**src/design/slave_pkg.sv**
```systemverilog
//----------------------------
// serial slave package
// bus constants, word and address types, the decoded
// setup and write word structs, controller states
//----------------------------
package slave_pkg;

    // memory geometry
    localparam int DATA_WIDTH = 32;
    localparam int MEM_DEPTH  = 256;
    localparam int ADDR_WIDTH = $clog2(MEM_DEPTH);

    // frame layout: start | id | r/w | burst | address
    localparam int         ID_WIDTH   = 2;
    localparam logic [2:0] START_CODE = 3'b111;
    localparam int         FRAME_BITS = $bits(START_CODE) + ID_WIDTH + 1 + 1 + ADDR_WIDTH;

    typedef logic [DATA_WIDTH-1:0] data_t;
    typedef logic [ADDR_WIDTH-1:0] addr_t;
    typedef logic [ID_WIDTH-1:0]   slave_id_t;

    // field order matches the tail of the frame
    typedef struct packed {
        logic  is_write;
        logic  burst;
        addr_t start_addr;
    } xfer_cfg_t;

    typedef struct packed {
        data_t data;
        logic  last;
    } wr_word_t;

    typedef enum logic [1:0] {
        IDLE,
        WR_WAIT,
        RD_FETCH,
        RD_SHIFT
    } ctrl_state_e;

endpackage

```
**src/design/write_deserializer.sv**
```systemverilog
//----------------------------
// write deserializer
// collects MSB-first write bits from wD on valid cycles
// and strobes each finished word with its last flag
//----------------------------
module write_deserializer (
    input  logic                clk,
    input  logic                rstN,
    input  logic                wD,
    input  logic                valid,
    input  logic                last,
    input  logic                enable,
    output logic                word_valid,
    output slave_pkg::wr_word_t word
);

    localparam int DW    = slave_pkg::DATA_WIDTH;
    localparam int CNT_W = $clog2(DW);

    localparam logic [CNT_W-1:0] LAST_BIT = CNT_W'(DW - 1);

    slave_pkg::data_t shift_q;
    logic [CNT_W-1:0] bit_cnt;
    logic             last_seen;
    logic             take_bit;
    logic             word_done;

    assign take_bit  = enable && valid;
    assign word_done = take_bit && (bit_cnt == LAST_BIT);

    always_ff @(posedge clk or negedge rstN) begin
        if (!rstN) begin
            bit_cnt    <= '0;
            last_seen  <= 1'b0;
            word_valid <= 1'b0;
        end else if (!enable) begin
            // a partial word is dropped once the write ends
            bit_cnt    <= '0;
            last_seen  <= 1'b0;
            word_valid <= 1'b0;
        end else begin
            word_valid <= word_done;
            if (word_done) begin
                bit_cnt   <= '0;
                last_seen <= 1'b0;
            end else if (take_bit) begin
                bit_cnt   <= bit_cnt + 1'b1;
                last_seen <= last_seen || last;
            end
        end
    end

    always_ff @(posedge clk) begin
        if (take_bit) begin
            shift_q <= {shift_q[DW-2:0], wD};
        end
        if (word_done) begin
            word.data <= {shift_q[DW-2:0], wD};
            word.last <= last_seen || last;
        end
    end

    a_word_needs_enable : assert property (
        @(posedge clk) disable iff (!rstN) word_valid |-> enable
    );

endmodule

```
**config.mk**
```make
export PLATFORM = sky130hd
export DESIGN_NAME = write_deserializer
export DESIGN_NICKNAME = d
export VERILOG_FILES = /design/src/design/slave_pkg.sv /design/src/design/write_deserializer.sv
export SDC_FILE = /design/constraint.sdc
export NUM_CORES = 1
export LEC_CHECK = 0
export BUFFER_PORTS_ARGS = -buffer_cell sky130_fd_sc_hd__buf_2
export CORE_UTILIZATION = 55
export CTS_BUF_LIST = sky130_fd_sc_hd__clkbuf_2 sky130_fd_sc_hd__clkbuf_4 sky130_fd_sc_hd__clkbuf_8
export DETAILED_ROUTE_END_ITERATION = 16
export PLACE_DENSITY = 0.78
export SYNTH_ARGS = -nofsm -noshare
export SYNTH_HDL_FRONTEND = slang
export SYNTH_SLANG_ARGS = --single-unit
```
**constraint.sdc**
```tcl
create_clock -name clk -period 4.05 [get_ports clk]
set_input_delay 0.6075 -clock clk [delete_from_list [all_inputs] [get_ports clk]]
set_output_delay 0.6075 -clock clk [all_outputs]
set_load 0.03 [all_outputs]
```
After elaboration in Yosys (flattened, before gate mapping)
Cells that the tools add are included.
- equal/unequal tests: 2
- multiplexer cells: 7
- reductions and logical operators: 3
- add/subtract/negate cells: 1
- operators by type and width (kind ; number):
    2-to-1 mux 5 bit ; 3
    adder 5 x 1 -> 5 bit, second input constant ; 1
    equality test 5 bit, second input constant ; 1
    2-to-1 mux 1 bit ; 4
    != test 3 x 1 -> 1 bit, second input constant ; 1
    logical AND 1 bit ; 2
    logical OR 1 bit ; 1
- register bits after elaboration: 71
- output and inout bits: 34
- word-level logic and storage cells: 19

Depth between registers and ports, before layout
- word-level depth: 4
- gate-level depth with buffers: 6
- mapped depth without buffers: 6

Least setup slack after synthesis
OpenSTA, ideal clock, no wires.
- path type: input -> register
- start point: input port valid
- end point: register shift_q[0], enable pin
- setup time: 0.391 ns
- cell stages on the path: 2
- arrival: 1.508 ns
- setup slack: 2.151 ns
- data required time: 3.659 ns
- cell sequence: buf_6 > and2_1
- longest elaborated chain between the ends: 1
- RTL lines (element ; RTL line ; source):
    start, declared ; write_deserializer.sv:10 ; input logic valid,
    logical AND 1 bit ; write_deserializer.sv:28 ; assign take_bit = enable && valid;
    named net take_bit ; write_deserializer.sv:25 ; logic take_bit;
    end signal, assigned ; write_deserializer.sv:55 ; shift_q <= {shift_q[DW-2:0], wD};
    end, declared ; write_deserializer.sv:22 ; slave_pkg::data_t shift_q;
The timed path passes the listed nets, and every way through them passes these cells.
A chain may end at the register's enable or synchronous reset.

Worst setup path after layout
- start point: register bit_cnt[0]
- end point: register word[1] (netlist name), enable pin
- longest elaborated chain between the ends: 2
- RTL lines (element ; RTL line ; source):
    start, declared ; write_deserializer.sv:23 ; logic [CNT_W-1:0] bit_cnt;
    start signal, assigned ; write_deserializer.sv:47 ; bit_cnt <= bit_cnt + 1'b1;
    equality test 5 bit ; write_deserializer.sv:29 ; assign word_done = take_bit && (bit_cnt == LAST_BIT);
    logical AND 1 bit ; write_deserializer.sv:29 ;
    named net word_done ; write_deserializer.sv:26 ; logic word_done;
    end, declared ; write_deserializer.sv:14 ; output slave_pkg::wr_word_t word
The timed path passes the listed nets, and every way through them passes these cells.

==> impl_metrics.json <==
{
  "status": "finished clean",
  "setup_viol": 0,
  "min_period_ns": 2.16,
  "grt_use_met1_pct": 20.9,
  "mostFrequentLayoutCell": "edfxtp_1",
  "place_hpwl_mm": 1.95,
  "max_freq_mhz": 463,
  "place_congestion": 0.748,
  "routedWlPerCell_um": 15.2,
  "use_met2_pct": 22.7,
  "cp-end-kind": "flip-flop",
  "drv_slew": 0,
  "via_count": 1042,
  "syn_nets": 110,
  "p_sw_share_pct": 19.2,
  "mostFrequentLayoutCells": "edfxtp_1, buf_2, clkbuf_8, dfrtp_1",
  "dr.pass1.iters": 4,
  "power.share.clock_pct": 38.7,
  "port_buffers": 39,
  "cp_top_family": "simple AND/OR/NAND/NOR gates",
  "fin_area_um2": 2750,
  "dpl_cell_area_um2": 2560,
  "synth.distinct_cells": 25,
  "antennaDiodeCount": 0,
  "clk_pin_slew_ns": 0.07,
  "cts_root_buffer": "clkbuf_8",
  "cts_buffers": 9,
  "synth_top_cell_area_share_pct": 83.3,
  "p_comb_share_pct": 1.5,
  "hold_violations": 0,
  "required_ns": 4.01,
  "worst_pin_slew_ns": 0.730,
  "netlist_area_um2": 2310,
  "pwr-share-seq_pct": 59.8,
  "drv_cap": 0,
  "clock-sinks": 71,
  "overflow": 0,
  "ys.flop_type": "edfxtp_1",
  "crit_chain": "ha_1 -> and3_1 -> ha_1 -> and3_2",
  "antenna_left": 0,
  "fin_ws_ns": 1.89,
  "htreeDepth": 3,
  "synth-seq-cells": 71,
  "worstPathMaxFanout": 33,
  "synth_cells": 102,
  "grt_busiest_layer": "met2",
  "cp_data_arrival_time_ns": 2.12,
  "dieArea_um2": 4460,
  "p_sw_w": 0.000263,
  "drc_errors": 0,
  "rsz0062_at_grt": "no",
  "antenna_found_initial": 0,
  "leakage_nw": 1.03,
  "rows": 23,
  "finalNetCount": 160,
  "place_ws_ns": 1.89,
  "core_um2": 4000,
  "skew_ns": 0.00777,
  "synth.area.top_cells": "edfxtp_1, dfrtp_1, ha_1",
  "grtUsageMet3_pct": 7.88,
  "viasPerCell": 5.03,
  "yosysWarnings": 0,
  "yosysSeqAreaShare_pct": 90.9,
  "die_y_um": 66.8,
  "synth.largest_area_cell": "edfxtp_1",
  "syn_to_final_growth_pct": 19.3,
  "max-clock-path-buffers": 2,
  "clk_latency_ns": 0.33,
  "critical_path_buf_inv_count": 0,
  "postCtsSetupBuffers": 0,
  "cts_resized": 0,
  "finalPower_w": 0.00137,
  "grt_pass1_vias": 1018,
  "async_reset_ff_share_pct": 9.86,
  "track_usage_pct": 16.3,
  "hp-class": "input port to asynchronous set/reset pin",
  "max_stage_delay_ns": 0.72,
  "grt_max_degree": 34,
  "path_class": "flip-flop to flip-flop",
  "synth_edf_count": 64,
  "cts_tree": "done",
  "cp-start-kind": "flip-flop",
  "slowest_stage": "and3_2",
  "fin_setup_tns_ns": 0,
  "final_util_pct": 68.8,
  "ios": 40,
  "drt_iter0_drc": 72,
  "finalCritPeriodShare_pct": 53.4,
  "slew_headroom_pct": 51.3,
  "start_util_pct": 57.7,
  "die_w_um": 66.8,
  "grt_pass1_wl_mm": 4.87,
  "cp_common_cell": "ha_1",
  "intPower_w": 0.00111,
  "wl_mm": 3.15,
  "synth.avg_cell_area_um2": 22.6,
  "max-vdd-ir-drop_v": 0.000280,
  "cts_hold_buf": 0,
  "power_density_nw_per_um2": 498,
  "drive_above_1_share_pct": 36.9
}
## synthesized netlist by cell type (2+ instances only)
cell      instances
and3_2            2
edfxtp_1         64
nor2b_1           3
dfrtp_1           7
ha_1              2
and2_1            2
nand2_1           3
a21oi_1           2
## routing by layer
| metal | routed length [um] | vias to the layer above |
|---|---|---|
| li1 | - | 495 |
| met1 | 1380 | 500 |
| met2 | 1500 | 39 |
| met3 | 213 | 8 |
| met4 | 64 | 0 |
| met5 | 0 | - |
## stage by stage
step	cells	hold WS [ns]
after floorplan	102	0.312
after CTS	207	0.0961
after detailed placement	191	0.414
final	207	0.105
after global routing	207	0.0981
after global placement	191	0.409
## power groups by stage
stage	clock (W)	sequential, W	combinational (W)
after floorplan	0	0.000833	0.0000133
after global placement	0	0.000834	0.0000198
after detailed placement	0	0.000836	0.0000211
after CTS	0.000542	0.000820	0.0000211
after global routing	0.000574	0.000821	0.0000235
final	0.000530	0.000820	0.0000207
## worst paths after layout
check                                    endpoint  depth (start not counted)              startpoint  slack, ns
min in group clk               word[32]$_DFFE_PP_                          0   shift_q[30]$_DFFE_PP_       0.43
hold / removal             bit_cnt[0]$_DFFE_PN0P_                          1                    rstN       0.11
hold reg to reg                word[32]$_DFFE_PP_                          0   shift_q[30]$_DFFE_PP_       0.43
setup reg to reg                word[1]$_DFFE_PP_                          4  bit_cnt[0]$_DFFE_PN0P_       1.89
max in group asynchronous    word_valid$_DFF_PN0_                          1                    rstN       3.79
setup / recovery                word[1]$_DFFE_PP_                          4  bit_cnt[0]$_DFFE_PN0P_       1.89
## flip-flops by register name (all words and copies together), names as in the netlist
register and cells:
bit_cnt 5, word 33, word_valid 1, last_seen 1, shift_q 31
## final cells by class
class / count / area, um^2
clock buffer: 10 / 131
clock inverter: 6 / 60.1
sequential: 71 / 2100
multi-input combinational: 28 / 189
inverter: 2 / 10.0
timing repair buffer: 40 / 203
tap: 50 / 62.6
fill: 262 / 1250
## cells by family after synthesis
| kind of cell | count (synthesis) | share of synthesized area [%] |
|---|---|---|
| buf+inv | 3 | 0.922 |
| mux | 1 | 0.434 |
| fa+ha+maj | 2 | 1.08 |
| simple gates | 17 | 4.39 |
| flops | 71 | 90.9 |
| compound gates | 8 | 2.28 |
No activity file was read; power rests on OpenSTA's default activity.
