File: config.mk
export PLATFORM = sky130hd
export DESIGN_NAME = config_receiver
export DESIGN_NICKNAME = d
export VERILOG_FILES = /design/src/design/slave_pkg.sv /design/src/design/config_receiver.sv
export SDC_FILE = /design/constraint.sdc
export NUM_CORES = 1
export LEC_CHECK = 0
export BUFFER_PORTS_ARGS = -buffer_cell sky130_fd_sc_hd__buf_2
export CAP_MARGIN = 20
export CELL_PAD_IN_SITES_DETAIL_PLACEMENT = 1
export CELL_PAD_IN_SITES_GLOBAL_PLACEMENT = 1
export CORE_MARGIN = 10
export CORE_UTILIZATION = 40
export CTS_BUF_LIST = sky130_fd_sc_hd__clkbuf_2 sky130_fd_sc_hd__clkbuf_4 sky130_fd_sc_hd__clkbuf_8
export DETAILED_ROUTE_END_ITERATION = 16
export PLACE_DENSITY_LB_ADDON = 0.12
export SETUP_SLACK_MARGIN = 0.1
export SKIP_CTS_REPAIR_TIMING = 1
export SLEW_MARGIN = 20
export SYNTH_ARGS = -nofsm -noshare
export SYNTH_HDL_FRONTEND = slang
export SYNTH_SLANG_ARGS = --single-unit
File: constraint.sdc
create_clock -name clk -period 1.5 [get_ports clk]
set_clock_uncertainty 0.15 [all_clocks]
set_input_delay 0.075 -clock clk [delete_from_list [all_inputs] [get_ports clk]]
set_output_delay 0.075 -clock clk [all_outputs]
set_load 0.03 [all_outputs]
File: src/design/slave_pkg.sv
//----------------------------
// serial slave package
// bus constants, word and address types, the decoded
// setup and write word structs, controller states
//----------------------------
package slave_pkg;

    // memory geometry
    localparam int DATA_WIDTH = 32;
    localparam int MEM_DEPTH  = 256;
    localparam int ADDR_WIDTH = $clog2(MEM_DEPTH);

    // frame layout: start | id | r/w | burst | address
    localparam int         ID_WIDTH   = 2;
    localparam logic [2:0] START_CODE = 3'b111;
    localparam int         FRAME_BITS = $bits(START_CODE) + ID_WIDTH + 1 + 1 + ADDR_WIDTH;

    typedef logic [DATA_WIDTH-1:0] data_t;
    typedef logic [ADDR_WIDTH-1:0] addr_t;
    typedef logic [ID_WIDTH-1:0]   slave_id_t;

    // field order matches the tail of the frame
    typedef struct packed {
        logic  is_write;
        logic  burst;
        addr_t start_addr;
    } xfer_cfg_t;

    typedef struct packed {
        data_t data;
        logic  last;
    } wr_word_t;

    typedef enum logic [1:0] {
        IDLE,
        WR_WAIT,
        RD_FETCH,
        RD_SHIFT
    } ctrl_state_e;

endpackage

File: src/design/config_receiver.sv
//----------------------------
// config receiver
// shifts in the serial setup frame on control, checks
// start pattern and slave id, strobes the decoded setup
//----------------------------
module config_receiver #(
    parameter slave_pkg::slave_id_t SLAVE_ID = '0
) (
    input  logic                 clk,
    input  logic                 rstN,
    input  logic                 control,
    input  logic                 busy,
    output logic                 cfg_valid,
    output slave_pkg::xfer_cfg_t cfg
);

    localparam int FB        = slave_pkg::FRAME_BITS;
    localparam int CFG_BITS  = $bits(slave_pkg::xfer_cfg_t);
    localparam int START_MSB = FB - 1;
    localparam int ID_MSB    = FB - 1 - $bits(slave_pkg::START_CODE);

    typedef logic [FB-1:0]         frame_t;
    typedef logic [$clog2(FB)-1:0] bit_cnt_t;

    localparam bit_cnt_t LAST_BIT = bit_cnt_t'(FB - 1);

    frame_t   frame_q;
    frame_t   frame_next;
    bit_cnt_t bit_cnt;
    logic     receiving;
    logic     frame_start;
    logic     frame_done;
    logic     frame_match;

    // first high bit on control opens a frame
    assign frame_start = !receiving && !busy && control;
    assign frame_done  = receiving && (bit_cnt == LAST_BIT);
    assign frame_next  = {frame_q[FB-2:0], control};

    assign frame_match =
        (frame_next[START_MSB -: $bits(slave_pkg::START_CODE)] == slave_pkg::START_CODE) &&
        (frame_next[ID_MSB -: slave_pkg::ID_WIDTH] == SLAVE_ID);

    always_ff @(posedge clk or negedge rstN) begin
        if (!rstN) begin
            receiving <= 1'b0;
            bit_cnt   <= '0;
            cfg_valid <= 1'b0;
        end else begin
            cfg_valid <= 1'b0;
            if (frame_start) begin
                receiving <= 1'b1;
                bit_cnt   <= bit_cnt_t'(1);
            end else if (frame_done) begin
                // mismatching frames end here without a strobe
                receiving <= 1'b0;
                bit_cnt   <= '0;
                cfg_valid <= frame_match;
            end else if (receiving) begin
                bit_cnt <= bit_cnt + 1'b1;
            end
        end
    end

    // frame bits and decoded fields
    always_ff @(posedge clk) begin
        if (frame_start || receiving) begin
            frame_q <= frame_next;
        end
        if (frame_done) begin
            cfg <= slave_pkg::xfer_cfg_t'(frame_next[CFG_BITS-1:0]);
        end
    end

    // decision falls on the last of FB frame bits
    a_frame_length : assert property (
        @(posedge clk) disable iff (!rstN) frame_start |-> ##(FB - 1) frame_done
    );

endmodule

After elaboration in Yosys (flattened, before gate mapping):

Cells that the tools add are included.

* register bits after elaboration: 30
* input port bits: 4
* output and inout port bits: 11
* word-level logic and storage cells: 27

* add/sub/neg operators: 1
* eq/ne operators: 2
* mux-type cells: 7
* reduce and logical (&&, ||, !) cells: 10

Operators by type and width (number)
* 4-bit 2-to-1 mux: 3
* 4-bit by 1-bit adder with 4-bit output (second input constant): 1
* 4-bit == test (second input constant): 1
* 1-bit logical AND: 4
* 1-bit 2-to-1 mux: 4
* 3-bit == test (second input constant): 1
* 3-bit nonzero test: 1
* 1-bit zero test: 2
* 2-bit zero test: 1
* 2-bit nonzero test: 1
* 1-bit logical OR: 1

Logic depth before layout (Yosys ltp):

Gate-level depths: netlist (run 1).

* depth in word-level cells: 4
* mapped depth: 5
* gate-level depth less buffers: 5

Least setup slack after synthesis (run 1):

OpenSTA, ideal clock, no wires.

* kind: register to register
* from: reg bit_cnt[0]
* to: reg cfg[0] (netlist bit), enable pin
* setup time: 0.305 ns
* arrival: 1.019 ns
* data required time: 1.045 ns
* setup slack: 0.026 ns
* stages on the path, launching flop included: 5
* path buffers: 0
* clock period less this slack: 1.474 ns
* path through: dfrtp_1 > inv_1 > ha_1 > and3_4 > and2_4

* longest elaborated chain between the ends: 2

RTL lines
* start: declaration: line config_receiver.sv:29 `bit_cnt_t bit_cnt;`
* start signal: assignment: line config_receiver.sv:53 `bit_cnt <= bit_cnt_t'(1);`
* start signal: assignment: line config_receiver.sv:60 `bit_cnt <= bit_cnt + 1'b1;`
* 4-bit == test: line config_receiver.sv:37 `assign frame_done = receiving && (bit_cnt == LAST_BIT);`
* 1-bit logical AND: line config_receiver.sv:37
* named net frame_done: line config_receiver.sv:32 `logic frame_done;`
* end signal: assignment: line config_receiver.sv:71 `cfg <= slave_pkg::xfer_cfg_t'(frame_next[CFG_BITS-1:0]);`
* end: declaration: line config_receiver.sv:14 `output slave_pkg::xfer_cfg_t cfg`

The timed path passes the listed nets, and every way through them passes these cells.
A chain may end at the register's enable or synchronous reset.

Final worst setup path (run 1):

* from: reg bit_cnt[0]
* to: reg cfg[8] (netlist bit), enable pin

Same word-level chain as after synthesis.

==> summary.txt, run 1 <==
Status
  – Run status: finished, final reports clean

Clock tree
  – Worst-case clock buffer depth: 2
  – Clk sinks: 30
  – Root Buffer Master: clkbuf_4
  – Worst-path clk slew: approximately 0.09 ns
  – Clk_lat worst skew: ~0.31 ns
  – CTS tree: done
  – # H-tree levels: 2
  – Num CTS Buffers: 5

Worst setup path
  – Crit Path Max Fanout: 6
  – Worst Setup SP: bit_cnt[0]
  – Worst stage delay on the critical path: roughly 0.4 ns
  – Critical-path cell list: inv_2 -> ha_4 -> and3_4 -> and2_4
  – R2r startpoint: bit_cnt[0]
  – Kind of critical path: reg -> reg
  – Critical Path AT: roughly 1.3 ns
  – Crit start category: flop
  – Crit path max-delay family: flip-flops
  – Slowest cell on the critical path: dfrtp_1
  – Critical path buffers and inverters: 1
  – Crit path required time: ~1.4 ns
  – Critical Path Sink Type: flop

Drt
  – Via count: around 580
  – Drt pass-1 iters: 4
  – Final wirelength: 1840 um
  – Routed len/inst: ~16 um
  – Vias per cell: roughly 4.9
  – Starting DRT DRC Count: 15
  – DRC: 0
  – ANT nets after route: 0

Yosys
  – Ys async rst share: 0.200
  – FF+latch count, synth: 30
  – Synth Area in XOR/XNOR: 0
  – Post-synth EDFFs: 24
  – Largest cells by area after synthesis: edfxtp_1, dfrtp_1, ha_1
  – Seq/Total Area, Yosys: 0.838
  – Synthesized area: about 1000 um^2
  – Synth Warn #: 0
  – Syn Inst Count: 56
  – Multiplexer share of the synthesized area: 0
  – Net Count, Synth: 62
  – Synth Area per Inst: roughly 19 um^2
  – Top cells by count, synth: edfxtp_1, dfrtp_1
  – Main combinational cell family by area after synthesis: simple AND/OR/NAND/NOR gates
  – Synth top area share: 0.693
  – Complex-gate fraction of the synthesized area: 0.0529
  – Synth area leader: edfxtp_1
  – Most frequent cell after synthesis: edfxtp_1
  – Synth unique cells: 17
  – Adder-Cell Fraction of Synth Area: 0.0241
  – Simple-gate share of the synthesized area: 0.0746
  – Prevailing post-synth register cell: edfxtp_1

Cells and area
  – Filler cells: about 260
  – Layout Nets: 93
  – Layout Area Growth over Synthesis: 25.9%
  – Antenna cells: 0
  – Share of cells above drive strength 1: 0.409
  – Final core utilization: 0.528

STA
  – Unrepaired setup endpoints after global routing: true
  – Final min period: approximately 1.4 ns
  – Fmax: between 600 and 700 MHz
  – Final clock period utilization by the worst path: 0.964
  – Slew Viols, Final: 0
  – Slew Limit Headroom: 0.807
  – Slew @ Worst Pin: ~0.29 ns
  – Final setup violation count: 0
  – Hold WS: approximately 0.11 ns
  – Final worst slack: 0.0541 ns
  – Setup TNS: 0 ns
  – Final hold violations: 0

Placement
  – Pre-CTS WS: -0.0151 ns
  – Count of input and output buffers: 14
  – DP HPWL: 1250 um
  – RePlAce Congestion: a little under 0.7

Global route
  – Number of global-route vias before repair: about 560
  – Remaining global-route overflow: 0
  – GRT Total Usage: 0.0733
  – Initial antenna violation count: 0
  – Met3 Use GR: 0.0530
  – M1 GR Usage: 0.0824
  – Largest net degree at the start of global routing: 15
  – Global-route met2 utilization: 0.106
  – First-pass GRT wire length: roughly 2800 um
  – Grt peak-use layer: met2

Power
  – Power density over cell area: ~1900 nW/um^2
  – Design Power: around 2.5 mW
  – Leak pwr: ~0.54 nW
  – Worst VDD drop: around 0.0011 V

Floorplan
  – Die area: between 5000 and 6000 um^2
  – Die width: just over 70 um
  – Starting Density: 0.420
  – Chip Height: about 71 um
  – Rows: 18
  – Area of the core: approximately 2500 um^2
  – I/O Pins: 15

Job
  – Max cap viols: 0

Hold path
  – Hold Crit Class: in -> reg
  – Hold_sp: busy
logic make-up after synthesis:
| kind of cell | count (synthesis) |
|---|---|
| flops | 30 |
| simple gates | 13 |
| compound gates | 8 |
| buf+inv | 3 |
| fa+ha+maj | 2 |
cell type report:
cell class | instances | area (um^2) | area share
Clock buffer | 5 | 37.5 | 0.0287
Sequential cell | 30 | 871 | 0.665
Clock inverter | 3 | 16.3 | 0.0124
Tap cell | 30 | 37.5 | 0.0287
Multi-Input combinational cell | 24 | 190 | 0.145
Inverter | 3 | 11.3 | 0.00860
Timing Repair Buffer | 23 | 145 | 0.111
worst reg2reg max path: stages (launching register included):
cell and delay [ns]:
dfrtp_1 0.40, inv_2 0.09, ha_4 0.13, and3_4 0.20, and2_4 0.20
layout by cell type, fill, tap and decap left out:
master         synthesis  routed
nand4_1                1       1
a21oi_1                3       2
dfrtp_1                6       6
inv_1                  3       1
dlygate4sd3_1          0       3
nor3b_2                0       1
clkbuf_4               0       5
a21o_1                 2       2
clkinv_2               0       1
buf_2                  0      14
nor3_1                 1       1
and2_4                 1       2
edfxtp_1              24      24
ha_2                   0       1
and3_1                 1       1
inv_2                  0       2
buf_4                  0       6
clkinvlp_4             0       1
and3_4                 1       1
ha_4                   0       1
o21a_1                 1       1
a21oi_2                0       1
nor4bb_1               1       1
clkinv_1               0       1
nor2_1                 3       3
a211o_1                2       2
nand2_1                3       3
metal layers:
layer	routed length, um	share of wire
met1	810	0.44
met3	136	0.074
met2	867	0.47
met5	0	0
met4	26	0.014
power by group:
part           switching (mW)  internal (mW)  total (mW)
registers               0.173           1.29        1.46
clock network           0.263          0.174       0.437
logic                   0.300          0.305       0.605
sequential cells by signal, summed over array words and instances (netlist names):
name / count
cfg: 10
frame_q: 14
bit_cnt: 4
cfg_valid: 1
receiving: 1
worst paths after layout:
check                      cells past startpoint     endpoint  slack (ns)
max in group asynchronous                      3    cfg_valid        0.44
hold reg to reg                                0  frame_q[12]        0.31
setup / recovery                               4       cfg[8]        0.05
min in group asynchronous                      3   bit_cnt[1]        0.54
hold / removal                                 5    receiving        0.11
setup reg to reg                               4       cfg[8]        0.05
through the flow:
stage / area, um^2 / std cells
2_1_floorplan: 1040 / 56
3_3_place_gp: 1190 / 106
3_5_place_dp: 1190 / 106
4_1_cts: 1250 / 114
5_1_grt: 1310 / 118
6_report: 1310 / 118
No activity file was read; power rests on OpenSTA's default activity.
==> run 2: changes to the inputs <==
- CORE_MARGIN: 10 -> 1.5
==> run 2 against run 1 <==
Compared with the run above:
- clock power up 47%
- worst setup slack improved by 0.017 ns
- die area is 42% lower
- non-clock buffer count rose by 1
- utilization rose by 1.5 points
- first-iteration DRC count shrank 60%
- register-to-register slack improved by 0.02 ns
- critical path depth unchanged
- final area is 2.9% higher
- critical path type unchanged
- critical endpoint is now bit_cnt[2]
- largest cell class unchanged
==> summary.txt, run 2 (synthesis gave the netlist of run 1 again) <==
Drt
  – Routed len/inst: 15.3 um (-2.1%)
  – Vias per cell: 4.74 (-3.1%)
  – Via count: 564 (-2.3%)
  – DRC: 0 (unchanged)
  – Drt pass-1 iters: 3 (-1)
  – Final wirelength: 1820 um (-1.3%)
  – Starting DRT DRC Count: 6 (-9)
  – ANT nets after route: 0 (unchanged)

Floorplan
  – Die width: 54.0 um (-24%)
  – Chip Height: 54.0 um (-24%)
  – Die area: 2910 um^2 (-42%)
  – Starting Density: 0.420 (unchanged)
  – Rows: 18 (unchanged)
  – Area of the core: 2480 um^2 (unchanged)
  – I/O Pins: 15 (unchanged)

Placement
  – DP HPWL: 1210 um (-2.9%)
  – RePlAce Congestion: 0.654 (-5.0%)
  – Count of input and output buffers: 14 (unchanged)
  – Placed insts: 105 (-0.94%)

Cells and area
  – Multi-input logic area: 179 um^2 (-5.9%)
  – Layout Nets: 94 (+1.1%)
  – Most flops, register: frame_q
  – Leading cell type in the layout, fill and taps excluded: edfxtp_1
  – Largest regs: frame_q x14, cfg x10, bit_cnt x4
  – Filler cells: 244 (-4.3%)
  – Most frequent cells in the layout: edfxtp_1, buf_2, dfrtp_1, buf_4, clkbuf_4
  – Sequential cell area: 871 um^2 (unchanged)
  – Fin cells: 119 (+0.85%)
  – Antenna cells: 0 (unchanged)
  – Layout Area Growth over Synthesis: 29.5%
  – Share of cells above drive strength 1: 0.393 (-0.0158)
  – Max reg flops: 14 (unchanged)

Global route
  – Largest net degree at the start of global routing: 15 (unchanged)
  – First-pass GRT wire length: 2720 um (-1.5%)
  – Number of global-route vias before repair: 567 (+0.89%)
  – M1 GR Usage: 0.174 (+0.0918)
  – Global-route met2 utilization: 0.226 (+0.120)
  – Remaining global-route overflow: 0 (unchanged)
  – GRT Total Usage: 0.150 (+0.0763)
  – Initial antenna violation count: 0 (unchanged)
  – Grt peak-use layer: met2
  – Met3 Use GR: 0.0778 (+0.0248)

Power
  – Worst VDD drop: 0.00119 V (+9.7%)
  – Design Power: 2.71 mW (+8.1%)
  – Leak pwr: 0.562 nW (+3.4%)
  – Power density over cell area: 2010 nW/um^2 (+5.1%)

STA
  – Slew @ Worst Pin: 0.291 ns (+0.00236 ns)
  – Fmax: 700 MHz (+1.2%)
  – Unrepaired setup endpoints after global routing: true
  – Slew Limit Headroom: 0.805 (-0.00158)
  – Final clock period utilization by the worst path: 0.953 (-0.0110)
  – Final min period: 1.43 ns (-0.0165 ns)
  – Slew Viols, Final: 0 (unchanged)
  – Setup TNS: 0 ns (unchanged)
  – Final hold violations: 0 (unchanged)
  – Final setup violation count: 0 (unchanged)

Job
  – Max cap viols: 0 (unchanged)

Worst setup path
  – Critical-path cell list: buf_4 -> ha_1 -> nor4bb_1 -> a211o_1
  – Critical Path AT: 1.55 ns (+0.23 ns)
  – Reg2Reg Setup Slack: 0.07 ns (+0.02 ns)
  – Crit start category: flop
  – Worst stage delay on the critical path: 0.43 ns (+0.03 ns)
  – Kind of critical path: reg -> reg
  – Crit Path Max Fanout: 4 (-2)
  – Slowest cell on the critical path: dfrtp_1
  – Crit path required time: 1.62 ns (+0.24 ns)
  – Critical Path Sink Type: flop

Clock tree
  – Num CTS Buffers: 5 (unchanged)
  – Clk_lat worst skew: 0.33 ns (+0.02 ns)
  – Clk sinks: 30 (unchanged)
  – Worst-case clock buffer depth: 2 (unchanged)
  – CTS tree: done
  – # H-tree levels: 2 (unchanged)
  – Worst-path clk slew: 0.10 ns (about the same)
  – Root Buffer Master: clkbuf_4

Hold path
  – Hold Crit Class: in -> reg

Status
  – Run status: finished, final reports clean
run 2: cell type report:
cell class / count / share of cell area
Sequential cell: 30 / 0.647
Multi-Input combinational cell: 24 / 0.133
Timing Repair Buffer: 24 / 0.123
Clock inverter: 3 / 0.0335
Clock buffer: 5 / 0.0279
Tap cell: 30 / 0.0279
Inverter: 3 / 0.00836
run 2: per-stage QoR:
stage / area [um^2] / hold slack [ns] / setup WS, ns / util
after global placement: 1180 / -0.238 / 0.0193 / 0.478
after CTS: 1270 / -0.620 / -0.0538 / 0.512
after floorplan: 1040 / -0.371 / 0.0260 / -
after detailed placement: 1180 / -0.241 / -0.0245 / 0.478
final: 1350 / 0.111 / 0.0707 / 0.543
after global routing: 1350 / 0.155 / 0.0172 / 0.543
run 2: path summary, 6_finish.rpt:
check                            start     endpoint  cells after the start
max in group asynchronous         rstN   bit_cnt[3]                      3
min reg2reg                frame_q[11]  frame_q[12]                      0
max reg2reg                 bit_cnt[1]   bit_cnt[2]                      4
max                         bit_cnt[1]   bit_cnt[2]                      4
min in group asynchronous         rstN   bit_cnt[0]                      3
min                               busy    receiving                      5
run 2: layer usage:
layer / routed length [um] / vias to the layer above
li1: - / 275
met1: 824 / 275
met2: 898 / 12
met3: 84 / 2
met4: 10 / 0
met5: 0 / -
run 2: critical path, delay by kind of cell, from the launching register on:
family | cells | cell delay (ns)
buf+inv | 1 | 0.16
fa+ha+maj | 1 | 0.19
simple gates | 1 | 0.29
compound gates | 1 | 0.15
flops | 1 | 0.43
run 2: where the power goes:
group / total [mW] / internal, mW / switching (mW)
Combinational: 0.600 / 0.306 / 0.294
Clock: 0.643 / 0.350 / 0.293
Sequential: 1.46 / 1.29 / 0.174
Total: 2.71 / 1.94 / 0.761
