**src/design/slave_pkg.sv**
```systemverilog
//----------------------------
// serial slave package
// bus constants, word and address types, the decoded
// setup and write word structs, controller states
//----------------------------
package slave_pkg;

    // memory geometry
    localparam int DATA_WIDTH = 32;
    localparam int MEM_DEPTH  = 256;
    localparam int ADDR_WIDTH = $clog2(MEM_DEPTH);

    // frame layout: start | id | r/w | burst | address
    localparam int         ID_WIDTH   = 2;
    localparam logic [2:0] START_CODE = 3'b111;
    localparam int         FRAME_BITS = $bits(START_CODE) + ID_WIDTH + 1 + 1 + ADDR_WIDTH;

    typedef logic [DATA_WIDTH-1:0] data_t;
    typedef logic [ADDR_WIDTH-1:0] addr_t;
    typedef logic [ID_WIDTH-1:0]   slave_id_t;

    // field order matches the tail of the frame
    typedef struct packed {
        logic  is_write;
        logic  burst;
        addr_t start_addr;
    } xfer_cfg_t;

    typedef struct packed {
        data_t data;
        logic  last;
    } wr_word_t;

    typedef enum logic [1:0] {
        IDLE,
        WR_WAIT,
        RD_FETCH,
        RD_SHIFT
    } ctrl_state_e;

endpackage

```
**src/design/transfer_controller.sv**
```systemverilog
//----------------------------
// transfer controller
// runs read and write transfers after a setup strobe,
// drives the RAM, serializes read words onto rD and
// ends bursts on last
//----------------------------
module transfer_controller (
    input  logic                 clk,
    input  logic                 rstN,
    input  logic                 cfg_valid,
    input  slave_pkg::xfer_cfg_t cfg,
    input  logic                 word_valid,
    input  slave_pkg::wr_word_t  word,
    input  logic                 last,
    input  slave_pkg::data_t     rdata,
    output logic                 busy,
    output logic                 wr_enable,
    output logic                 we,
    output slave_pkg::addr_t     addr,
    output slave_pkg::data_t     wdata,
    output logic                 rD,
    output logic                 rd_valid,
    output logic                 ready
);

    localparam int DW    = slave_pkg::DATA_WIDTH;
    localparam int CNT_W = $clog2(DW);

    // two cycles from address to loaded shift register
    localparam logic [CNT_W-1:0] FETCH_LAST = CNT_W'(1);
    localparam logic [CNT_W-1:0] LAST_BIT   = CNT_W'(DW - 1);

    slave_pkg::ctrl_state_e state;
    slave_pkg::addr_t       addr_q;
    slave_pkg::data_t       shift_q;
    logic [CNT_W-1:0]       bit_cnt;
    logic                   burst_q;
    logic                   last_seen;
    logic                   fetch_done;
    logic                   word_end;
    logic                   stop_read;

    assign fetch_done = (state == slave_pkg::RD_FETCH) && (bit_cnt == FETCH_LAST);
    assign word_end   = (state == slave_pkg::RD_SHIFT) && (bit_cnt == LAST_BIT);
    assign stop_read  = last || last_seen || !burst_q;

    always_ff @(posedge clk or negedge rstN) begin
        if (!rstN) begin
            state     <= slave_pkg::IDLE;
            addr_q    <= '0;
            bit_cnt   <= '0;
            burst_q   <= 1'b0;
            last_seen <= 1'b0;
        end else begin
            case (state)
                slave_pkg::IDLE: begin
                    if (cfg_valid) begin
                        addr_q    <= cfg.start_addr;
                        burst_q   <= cfg.burst;
                        bit_cnt   <= '0;
                        last_seen <= 1'b0;
                        state     <= cfg.is_write ? slave_pkg::WR_WAIT : slave_pkg::RD_FETCH;
                    end
                end
                slave_pkg::WR_WAIT: begin
                    // word goes to RAM in this same cycle
                    if (word_valid) begin
                        if (burst_q && !word.last) begin
                            addr_q <= addr_q + 1'b1;
                        end else begin
                            state <= slave_pkg::IDLE;
                        end
                    end
                end
                slave_pkg::RD_FETCH: begin
                    if (fetch_done) begin
                        bit_cnt <= '0;
                        state   <= slave_pkg::RD_SHIFT;
                    end else begin
                        bit_cnt <= bit_cnt + 1'b1;
                    end
                end
                slave_pkg::RD_SHIFT: begin
                    if (word_end) begin
                        bit_cnt   <= '0;
                        last_seen <= 1'b0;
                        if (stop_read) begin
                            state <= slave_pkg::IDLE;
                        end else begin
                            addr_q <= addr_q + 1'b1;
                            state  <= slave_pkg::RD_FETCH;
                        end
                    end else begin
                        bit_cnt   <= bit_cnt + 1'b1;
                        last_seen <= last_seen || last;
                    end
                end
                default: state <= slave_pkg::IDLE;
            endcase
        end
    end

    // read word shifts out MSB first
    always_ff @(posedge clk) begin
        if (fetch_done) begin
            shift_q <= rdata;
        end else if (state == slave_pkg::RD_SHIFT) begin
            shift_q <= {shift_q[DW-2:0], 1'b0};
        end
    end

    // busy covers the strobe cycle so no new frame starts before the state moves
    assign busy      = cfg_valid || (state != slave_pkg::IDLE);
    assign wr_enable = (state == slave_pkg::WR_WAIT);
    assign we        = wr_enable && word_valid;
    assign addr      = addr_q;
    assign wdata     = word.data;
    assign rD        = shift_q[DW-1];
    assign rd_valid  = (state == slave_pkg::RD_SHIFT);
    assign ready     = (state == slave_pkg::IDLE) || (state == slave_pkg::WR_WAIT);

    // busy holds off new frames, so setups only land in IDLE
    a_cfg_in_idle : assert property (
        @(posedge clk) disable iff (!rstN) cfg_valid |-> (state == slave_pkg::IDLE)
    );

endmodule

```
**config.mk**
```make
export PLATFORM = sky130hd
export DESIGN_NAME = transfer_controller
export DESIGN_NICKNAME = d
export VERILOG_FILES = /design/src/design/slave_pkg.sv /design/src/design/transfer_controller.sv
export SDC_FILE = /design/constraint.sdc
export NUM_CORES = 1
export LEC_CHECK = 0
export ABC_CLOCK_PERIOD_IN_PS = 4000
export BUFFER_PORTS_ARGS = -buffer_cell sky130_fd_sc_hd__buf_2
export CAP_MARGIN = 10
export CELL_PAD_IN_SITES_DETAIL_PLACEMENT = 0
export CELL_PAD_IN_SITES_GLOBAL_PLACEMENT = 1
export CORE_MARGIN = 8
export CORE_UTILIZATION = 30
export DETAILED_ROUTE_END_ITERATION = 8
export GPL_ROUTABILITY_DRIVEN = 0
export PLACE_DENSITY = 0.66
export RECOVER_POWER = 100
export REMOVE_ABC_BUFFERS = 1
export SYNTH_ARGS = -nofsm -noshare
export SYNTH_HDL_FRONTEND = slang
export SYNTH_SLANG_ARGS = --single-unit
export TNS_END_PERCENT = 5
```
**constraint.sdc**
```tcl
create_clock -name clk -period 4 [get_ports clk]
set_clock_uncertainty 0.15 [all_clocks]
set_input_delay 0.8 -clock clk [delete_from_list [all_inputs] [get_ports clk]]
set_output_delay 0.8 -clock clk [all_outputs]
set_load 0.03 [all_outputs]
```
* Yosys cells after proc, flatten, opt, wreduce, memory -nomap -nowiden
Index checks and enable logic that the tools add are counted.
** Operators by class
- Bitwise logic cells :: 0
- Shift operators :: 0
- Divide/modulo/power cells :: 0
- Reduce and logical (&&, ||, !) cells :: 21
- Magnitude comparators :: 0
- Muxes and demuxes :: 23
- Add/sub/neg operators :: 2
- Equal/unequal tests :: 12
- Multiply operators :: 0
** Operators with widths (count)
- 2-to-1 mux 32 bit :: 2
- 2-to-1 mux 8 bit :: 5
- case mux 8 bit (3 select lines) :: 1
- 2-to-1 mux 5 bit :: 3
- case mux 5 bit (3 select lines) :: 1
- 2-to-1 mux 2 bit :: 7
- inequality test 2 bit, second input constant :: 5
- adder 8 x 1 -> 8 bit, second input constant :: 1
- case mux 2 bit (4 select lines) :: 1
- AND reduction 2 bit :: 3
- AND reduction 6 bit :: 1
- nonzero test 2 bit :: 3
- nonzero test 3 bit :: 2
- adder 5 x 1 -> 5 bit, second input constant :: 1
- == test 5 x 1 -> 1 bit, second input constant :: 1
- == test 5 bit, second input constant :: 1
- AND reduction 5 bit :: 1
- == test 2 bit, second input constant :: 2
- logical AND 1 bit :: 4
- logical OR 1 bit :: 4
- inequality test 2 x 1 -> 1 bit, second input constant :: 2
- == test 2 x 1 -> 1 bit, second input constant :: 1
- zero test 1 bit :: 2
- zero test 2 bit :: 1
- 2 further kinds :: 3
** Word-level totals
- Bits of input ports :: 80
- Register bits after elaboration :: 49
- Memories kept :: 0
- Bits in read-only memories :: 0
- Latch bits :: 0
- Bits in writable memories :: 0

* Longest topological paths before layout
Gate-level depths: netlist (run 1).
- Word-level depth :: 5
- Mapped depth :: 8
- Depth with buffers taken out :: 8

* Worst setup path after synthesis (run 1)
Ideal clock, no wire load.
- Path type :: register to register
- Start :: register bit_cnt[1]
- End :: register shift_q[0], enable pin
- Arrival time :: 2.689 ns
- Setup time :: 0.432 ns
- Setup slack :: 0.730 ns
- Cell stages (with the launch flop) :: 5
- Required time :: 3.418 ns
- Path through :: dfrtp_1 -> inv_1 -> ha_1 -> or4b_4 -> a21oi_1
** On the way
- Longest elaborated chain between the ends :: 3
** RTL lines
- from (decl) :: RTL line transfer_controller.sv:36 : logic [CNT_W-1:0] bit_cnt;
- from (signal assigned) :: RTL line transfer_controller.sv:80 : bit_cnt <= bit_cnt + 1'b1;
- from (signal assigned) :: RTL line transfer_controller.sv:94 : bit_cnt <= bit_cnt + 1'b1;
- == test 5 x 1 -> 1 bit :: RTL line transfer_controller.sv:43 : assign fetch_done = (state == slave_pkg::RD_FETCH) && (bit_cnt == FETCH_LAST);
- logical AND 1 bit :: RTL line transfer_controller.sv:43
- nonzero test 2 bit (no source line)
- to (signal assigned) :: RTL line transfer_controller.sv:106 : shift_q <= rdata;
- to (signal assigned) :: RTL line transfer_controller.sv:108 : shift_q <= {shift_q[DW-2:0], 1'b0};
- to (decl) :: RTL line transfer_controller.sv:35 : slave_pkg::data_t shift_q;
Every way passes these cells.
A chain may end at the register's enable or synchronous reset.

* Worst setup path in the final report (run 1)
- Start :: register bit_cnt[1]
- End :: register shift_q[7], enable pin
Same word-level chain as after synthesis.

==> flow_summary_export.csv, run 1 <==
group,metric,value,unit
run_status,status,"complete, but fails checks",
run_status,failed_checks,"max-capacitance violations, max-slew violations",
timing,fmax,0.3182,GHz
floorplanning,die_y,111.6,um
min_path,hold_class,"reg2reg",
timing,fin_crit,3.143,ns
timing,hold_viol_final,0,
drt,first_pass_iters,4,
grt,grt_max_degree,33,
min_path,holdPathStages,1,
timing,setup_viol,0,
floorplanning,core_area,9065,um^2
setup_path,cp-end-kind,"register",
grt,grt.total_usage,10.57,%
drt,avgViaCountPerCell,4.821,
drt,wl_per_cell,18.26,um
synth,synthSimpleGateAreaFrac,8.265,%
synth,synth-seq-area-share,50.59,%
floorplanning,ios,126,
synth,synthMuxAreaShare,18.36,%
clocking,cts_htree_levels,2,
clocking,cts_max_path_buffers,2,
grt,grt_overflow,0,
clocking,ctsRootBufferMaster,"clkbuf_8",
layout,nets,329,
clocking,clkLatencyLatePin,0.30,ns
floorplanning,die-area,12450,um^2
place,hpwl,4718,um
synth,synthAdderAreaFrac,1.826,%
layout,final_common_cell,"buf_2",
layout,layout-drive-gt1-share,24.80,%
layout,nFillCells,945,
grt,grt_pass1_vias,1783,
synth,syn_area_per_cell,12.74,um^2
clocking,post_cts_resized,0,
grt,grt_pass1_wl,10270,um
clocking,postCtsSetupBuffers,0,
floorplanning,initial_utilization,30.23,%
timing,rsz0062_at_grt,"false",
timing,final-max-slew-violation-count,33,
synth,synth-compound-area-share,9.178,%
clocking,clock_sinks,49,
drt,drt_first_iter_violations,52,
synth,ys_seq_elements,49,
clocking,ctsHoldBuffers,0,
timing,fin_tns_setup,0,ns
timing,finalCritPeriodShare,78.57,%
place,placed_cell_area,2907,um^2
drt,vias,1721,
clocking,cts.clk_slew.worst_paths,0.10,ns
setup_path,worstPathMaxFanout,32,
timing,tightestPinTransition,1.728,ns
setup_path,reg2reg_depth,5,
floorplanning,die_w,111.6,um
pwr,p_leak,1.135,nW
synth,yosys_warnings,0,
clocking,cts_tree,"yes",
job,max-cap-violations,1,
layout,postLayoutCellArea,2846,um^2
synth,synth_top_family_by_area,"multiplexers",
drt,wirelength,6518,um
synth,syn-cell-area,2740,um^2
synth,synth_xor_area_share,0,%
timing,maxSlewHeadroom,-15.18,%
synth,syn_inst,215,
drt,drc,0,
floorplanning,rows,35,
synth,ys_types,38,
pwr,power_density,714.9,nW/um^2
layout,layout_common_cells,"47 x buf_2, 32 x edfxtp_1, 29 x mux2_1",
setup_path,startpoint_type,"register",
setup_path,path_class,"reg2reg",
setup_path,critPathArrivalTime,2.89,ns
pwr,ir_drop,0.0002344,V
layout,syn2layout_area_growth,3.881,%
clocking,numCtsBuffers,5,
setup_path,critPathRequiredTime,3.75,ns
grt,antenna_found_initial,0,
place,portBuffers,61,
drt,antenna_left,0,
layout,antenna_cells,0,
## per-stage QoR
step                std cells  total power, W  utilization [%]  worst slack (ns)  hold slack, ns
global placement          349        0.001954            32.06             1.279          0.3558
floorplan                 175        0.001720                -            0.6353          0.3164
finish                    357        0.002035            31.40            0.8571          0.3531
global route              357        0.002191            31.40            0.6638          0.4004
detailed placement        349        0.001965            32.06             1.213          0.3599
CTS                       357        0.002278            33.07             1.204          0.2775
## routing by layer
metal | GRT usage, % | vias to the layer above | share of wire, %
li1 | - | 814 | -
met1 | 14.77 | 818 | 50
met2 | 12.77 | 85 | 38
met3 | 6.981 | 4 | 12
met4 | 2.188 | 0 | 0.52
met5 | 0.4149 | - | 0
## cells by family after synthesis
kind of cell,after synthesis
AO/OA/AOI/OAI,39
adder cells (fa/ha/maj),4
buffers and inverters,45
flip-flops,49
multiplexers,35
AND/OR/NAND/NOR,43
## power by group
part           switching [W]  internal [W]
Sequential          0.000116      0.000903
Clock               0.000178      0.000125
Combinational       0.000439      0.000275
## state kept, by name, indices dropped and copies added (netlist names)
register,cells
state,2
shift_q,32
burst_q,1
bit_cnt,5
addr,8
last_seen,1
## final timing paths
check / from / to / slack (ns)
hold reg to reg: bit_cnt[3] / bit_cnt[3] / 0.35
min in group asynchronous: rstN / bit_cnt[2] / 0.50
hold / removal: bit_cnt[3] / bit_cnt[3] / 0.35
setup / recovery: bit_cnt[1] / shift_q[7] / 0.86
max in group asynchronous: rstN / addr[7] / 2.57
setup reg to reg: bit_cnt[1] / shift_q[7] / 0.86
## worst max-delay path: stages, from the launching register on
cell and delay (ns):
dfrtp_1 0.43, inv_1 0.07, ha_1 0.12, or4b_1 0.53, a21oi_4 0.17, clkbuf_1 1.26
## synthesized netlist by cell type (all sizes together)
master	number	area (um^2)
buf	37	292.8
edfxtp	32	960.9
mux2	32	473.0
dfrtp	17	425.4
a21oi	13	68.82
nand2	13	51.30
o21ai	10	50.05
nor2	9	41.29
nand3	7	35.03
o22a	5	43.79
and3	4	25.02
ha	4	50.05
inv	4	15.01
a31oi	3	18.77
clkbuf	3	11.26
mux2i	3	30.03
and2	2	12.51
o211ai	2	15.01
a211oi	1	7.510
a22o	1	8.760
a2bb2oi	1	8.760
clkinv	1	3.750
nand2b	1	6.260
nand3b	1	7.510
nand4	1	6.260
nor3b	1	7.510
nor4	1	6.260
o21bai	1	7.510
o2bb2ai	1	15.01
o31ai	1	7.510
or3	1	6.260
or4	1	7.510
or4b	1	13.76
## final cells by class
class	count	area, um^2	area share (%)
Sequential cell	49	1386	48.70
Multi-Input combinational cell	121	915.9	32.18
Timing Repair Buffer	63	295.3	10.37
Tap cell	111	138.9	4.879
Clock buffer	5	68.82	2.418
Clock inverter	3	22.52	0.7912
Inverter	5	18.77	0.6593
No activity file was read; power rests on OpenSTA's default activity.
==> inputs of run 2 (changes only) <==
- ABC_AREA: not set -> 1
- ABC_CLOCK_PERIOD_IN_PS: 4000 -> 3000
- PLACE_DENSITY: 0.66 -> 0.71
- clock period: 4 -> 3 ns (I/O delays scaled with it)
==> run 2 against run 1 <==
  * The flow now finishes without violations
  * Synthesized cell count increased by 55%
  * Cell count is 34% higher
  * Sequential cell count did not move
  * Cell area rose by 4.0%
  * Total power increased by 54%
  * Critical path depth decreased by 2
  * Worst setup slack lost 0.38 ns
  * Largest power group unchanged
  * Die area increased by 0.78%
  * Non-clock buffer count increased by 1
  * Combinational power rose by 87%
==> flow_summary_export.csv, run 2 <==
group,metric,value,unit
setup_path,reg2reg_depth,6,
layout,antenna_cells,0,
synth,syn_area_per_cell,8.279,um^2
setup_path,path_class,"reg2out",
synth,yosys_warnings,0,
place,portBuffers,61,
clocking,ctsHoldBuffers,0,
grt,grt.met3_usage,7.359,%
floorplanning,initial_utilization,30.36,%
grt,grt_overflow,0,
timing,hold_ws,0.2634,ns
drt,wirelength,7302,um
clocking,numCtsBuffers,5,
clocking,ctsRootBufferMaster,"clkbuf_8",
timing,fin_tns_setup,0,ns
setup_path,r2r_end,"shift_q[15]",
layout,final_common_cell,"nand2_1",
floorplanning,ios,126,
synth,synthTopCellsByArea,"edfxtp_1 35%, nand2_1 21%, dfrtp_1 15%",
timing,tightestPinTransition,0.9353,ns
layout,layout_common_cells,"154 x nand2_1, 47 x buf_2, 32 x edfxtp_1",
timing,final-max-slew-violation-count,0,
grt,grt_use_met2,16.03,%
place,hpwl,5450,um
synth,syn-cell-area,2765,um^2
drt,drt_first_iter_violations,86,
grt,antenna_found_initial,0,
timing,setup_viol,0,
floorplanning,rows,35,
setup_path,r2r_start,"state[0]",
synth,synthFlopType,"edfxtp_1",
setup_path,startpoint_type,"register",
synth,syn_inst,334,
layout,largest_reg_flops,32,
layout,top_register,"shift_q",
setup_path,critPathRequiredTime,2.25,ns
layout,multi_input_area,949.7,um^2
drt,vias,2126,
grt,grt_busiest_layer,"met2",
clocking,cts_htree_levels,2,
clocking,cts_tree,"yes",
run_status,status,"finished clean",
timing,hold_viol_final,0,
min_path,hold_class,"in2async",
synth,synth_top_area_share,34.75,%
layout,syn2layout_area_growth,7.104,%
drt,first_pass_iters,4,
layout,nets,449,
synth,synthTopCellsByCount,"154 x nand2_1, 35 x buf_4, 32 x edfxtp_1",
timing,finalCritPeriodShare,83.94,%
clocking,cts_max_path_buffers,2,
drt,drc,0,
synth,synthArstFlopShare,34.69,%
clocking,postCtsSetupBuffers,0,
setup_path,worstPathMaxFanout,16,
setup_path,cp-end-kind,"output pin",
timing,rsz0062_at_grt,"false",
clocking,clkLatencyLatePin,0.30,ns
grt,grt_pass1_vias,2297,
grt,gr-usage-met1,15.55,%
synth,synth_area_leader_cell,"edfxtp_1",
floorplanning,die-area,12550,um^2
place,dpl_worst_slack,0.8482,ns
synth,ys_types,26,
job,max-cap-violations,0,
setup_path,critPathArrivalTime,1.77,ns
clocking,clock_sinks,49,
synth,synth-seq-area-share,50.14,%
drt,antenna_left,0,
pwr,power_density,1058,nW/um^2
grt,grt_pass1_wl,11990,um
clocking,cts.clk_slew.worst_paths,0.09,ns
grt,grt_max_degree,33,
floorplanning,core_area,9109,um^2
timing,fmax,0.3971,GHz
grt,grt.total_usage,11.94,%
pwr,ir_drop,0.0003793,V
layout,register_area,1386,um^2
layout,layout-drive-gt1-share,17.21,%
timing,setup_ws,0.4817,ns
timing,fin_crit,2.518,ns
floorplanning,die_y,112.0,um
synth,ys_seq_elements,49,
floorplanning,die_w,112.0,um
drt,wl_per_cell,15.31,um
setup_path,rrSetupSlack,0.52,ns
clocking,post_cts_resized,0,
synth,yosys.cell_count.top_type,"nand2_1",
timing,maxSlewHeadroom,37.65,%
layout,nFillCells,1011,
synth,synth_edf_count,32,
pwr,p_leak,1.431,nW
drt,avgViaCountPerCell,4.457,
[run 2: final cells by class]
| cell class | instances | share of cell area, % |
|---|---|---|
| multi-input cells | 220 | 32.07 |
| repair buffers | 64 | 10.31 |
| clock inverters | 2 | 0.5070 |
| flip-flops and latches | 49 | 46.81 |
| well taps | 111 | 4.689 |
| inverters | 25 | 3.169 |
| clock buffers | 6 | 2.450 |
[run 2: how the worst max path moves through the flow]
stage	start	endpoint	slack (ns)	cells past startpoint
after floorplan	state[1]	shift_q[0]	0.21	6
after global placement	last	addr[5]	0.93	9
after detailed placement	bit_cnt[0]	addr[0]	0.85	10
after CTS	state[0]	we	0.59	3
after global routing	state[0]	we	0.28	3
final	state[0]	we	0.48	3
[run 2: logic make-up (layout without fill, tap and decap cells)]
group / Yosys count / in the layout / synth area share (%)
buf+inv: 65 / 97 / 14.66
flops: 49 / 49 / 50.14
compound gates: 17 / 17 / 3.711
simple gates: 197 / 197 / 29.05
fa+ha+maj: 4 / 4 / 1.810
xor+xnor: 2 / 2 / 0.6336
[run 2: through the flow]
step	total power (W)	instances	instance area, um^2	utilization [%]
after CTS	0.003275	477	3008	33.02
after floorplan	0.002410	294	2454	-
after global placement	0.002845	469	2920	32.06
final	0.003133	477	2962	32.51
after detailed placement	0.002866	469	2920	32.06
after global routing	0.003465	477	2962	32.51
[run 2: layer usage]
layer	vias up	wire length, um	share of wire (%)
met5	-	0	0
met4	0	44	0.60
met3	4	921	13
met2	93	2886	40
met1	948	3448	47
li1	1081	-	-
[run 2: critical path, cell delays in order (launching register included)]
cell and delay, ns:
dfrtp_1 0.65, inv_1 0.27, nor3_1 0.21, clkbuf_1 0.33
[run 2: power by group]
| group | internal (W) | leakage (nW) | total [W] | switching (W) |
|---|---|---|---|---|
| combinational | 0.000386 | 0.877 | 0.00133 | 0.000942 |
| sequential | 0.00121 | 0.516 | 0.00141 | 0.000204 |
| clock | 0.000165 | 0.0374 | 0.000392 | 0.000227 |
| total | 0.00176 | 1.43 | 0.00313 | 0.00137 |
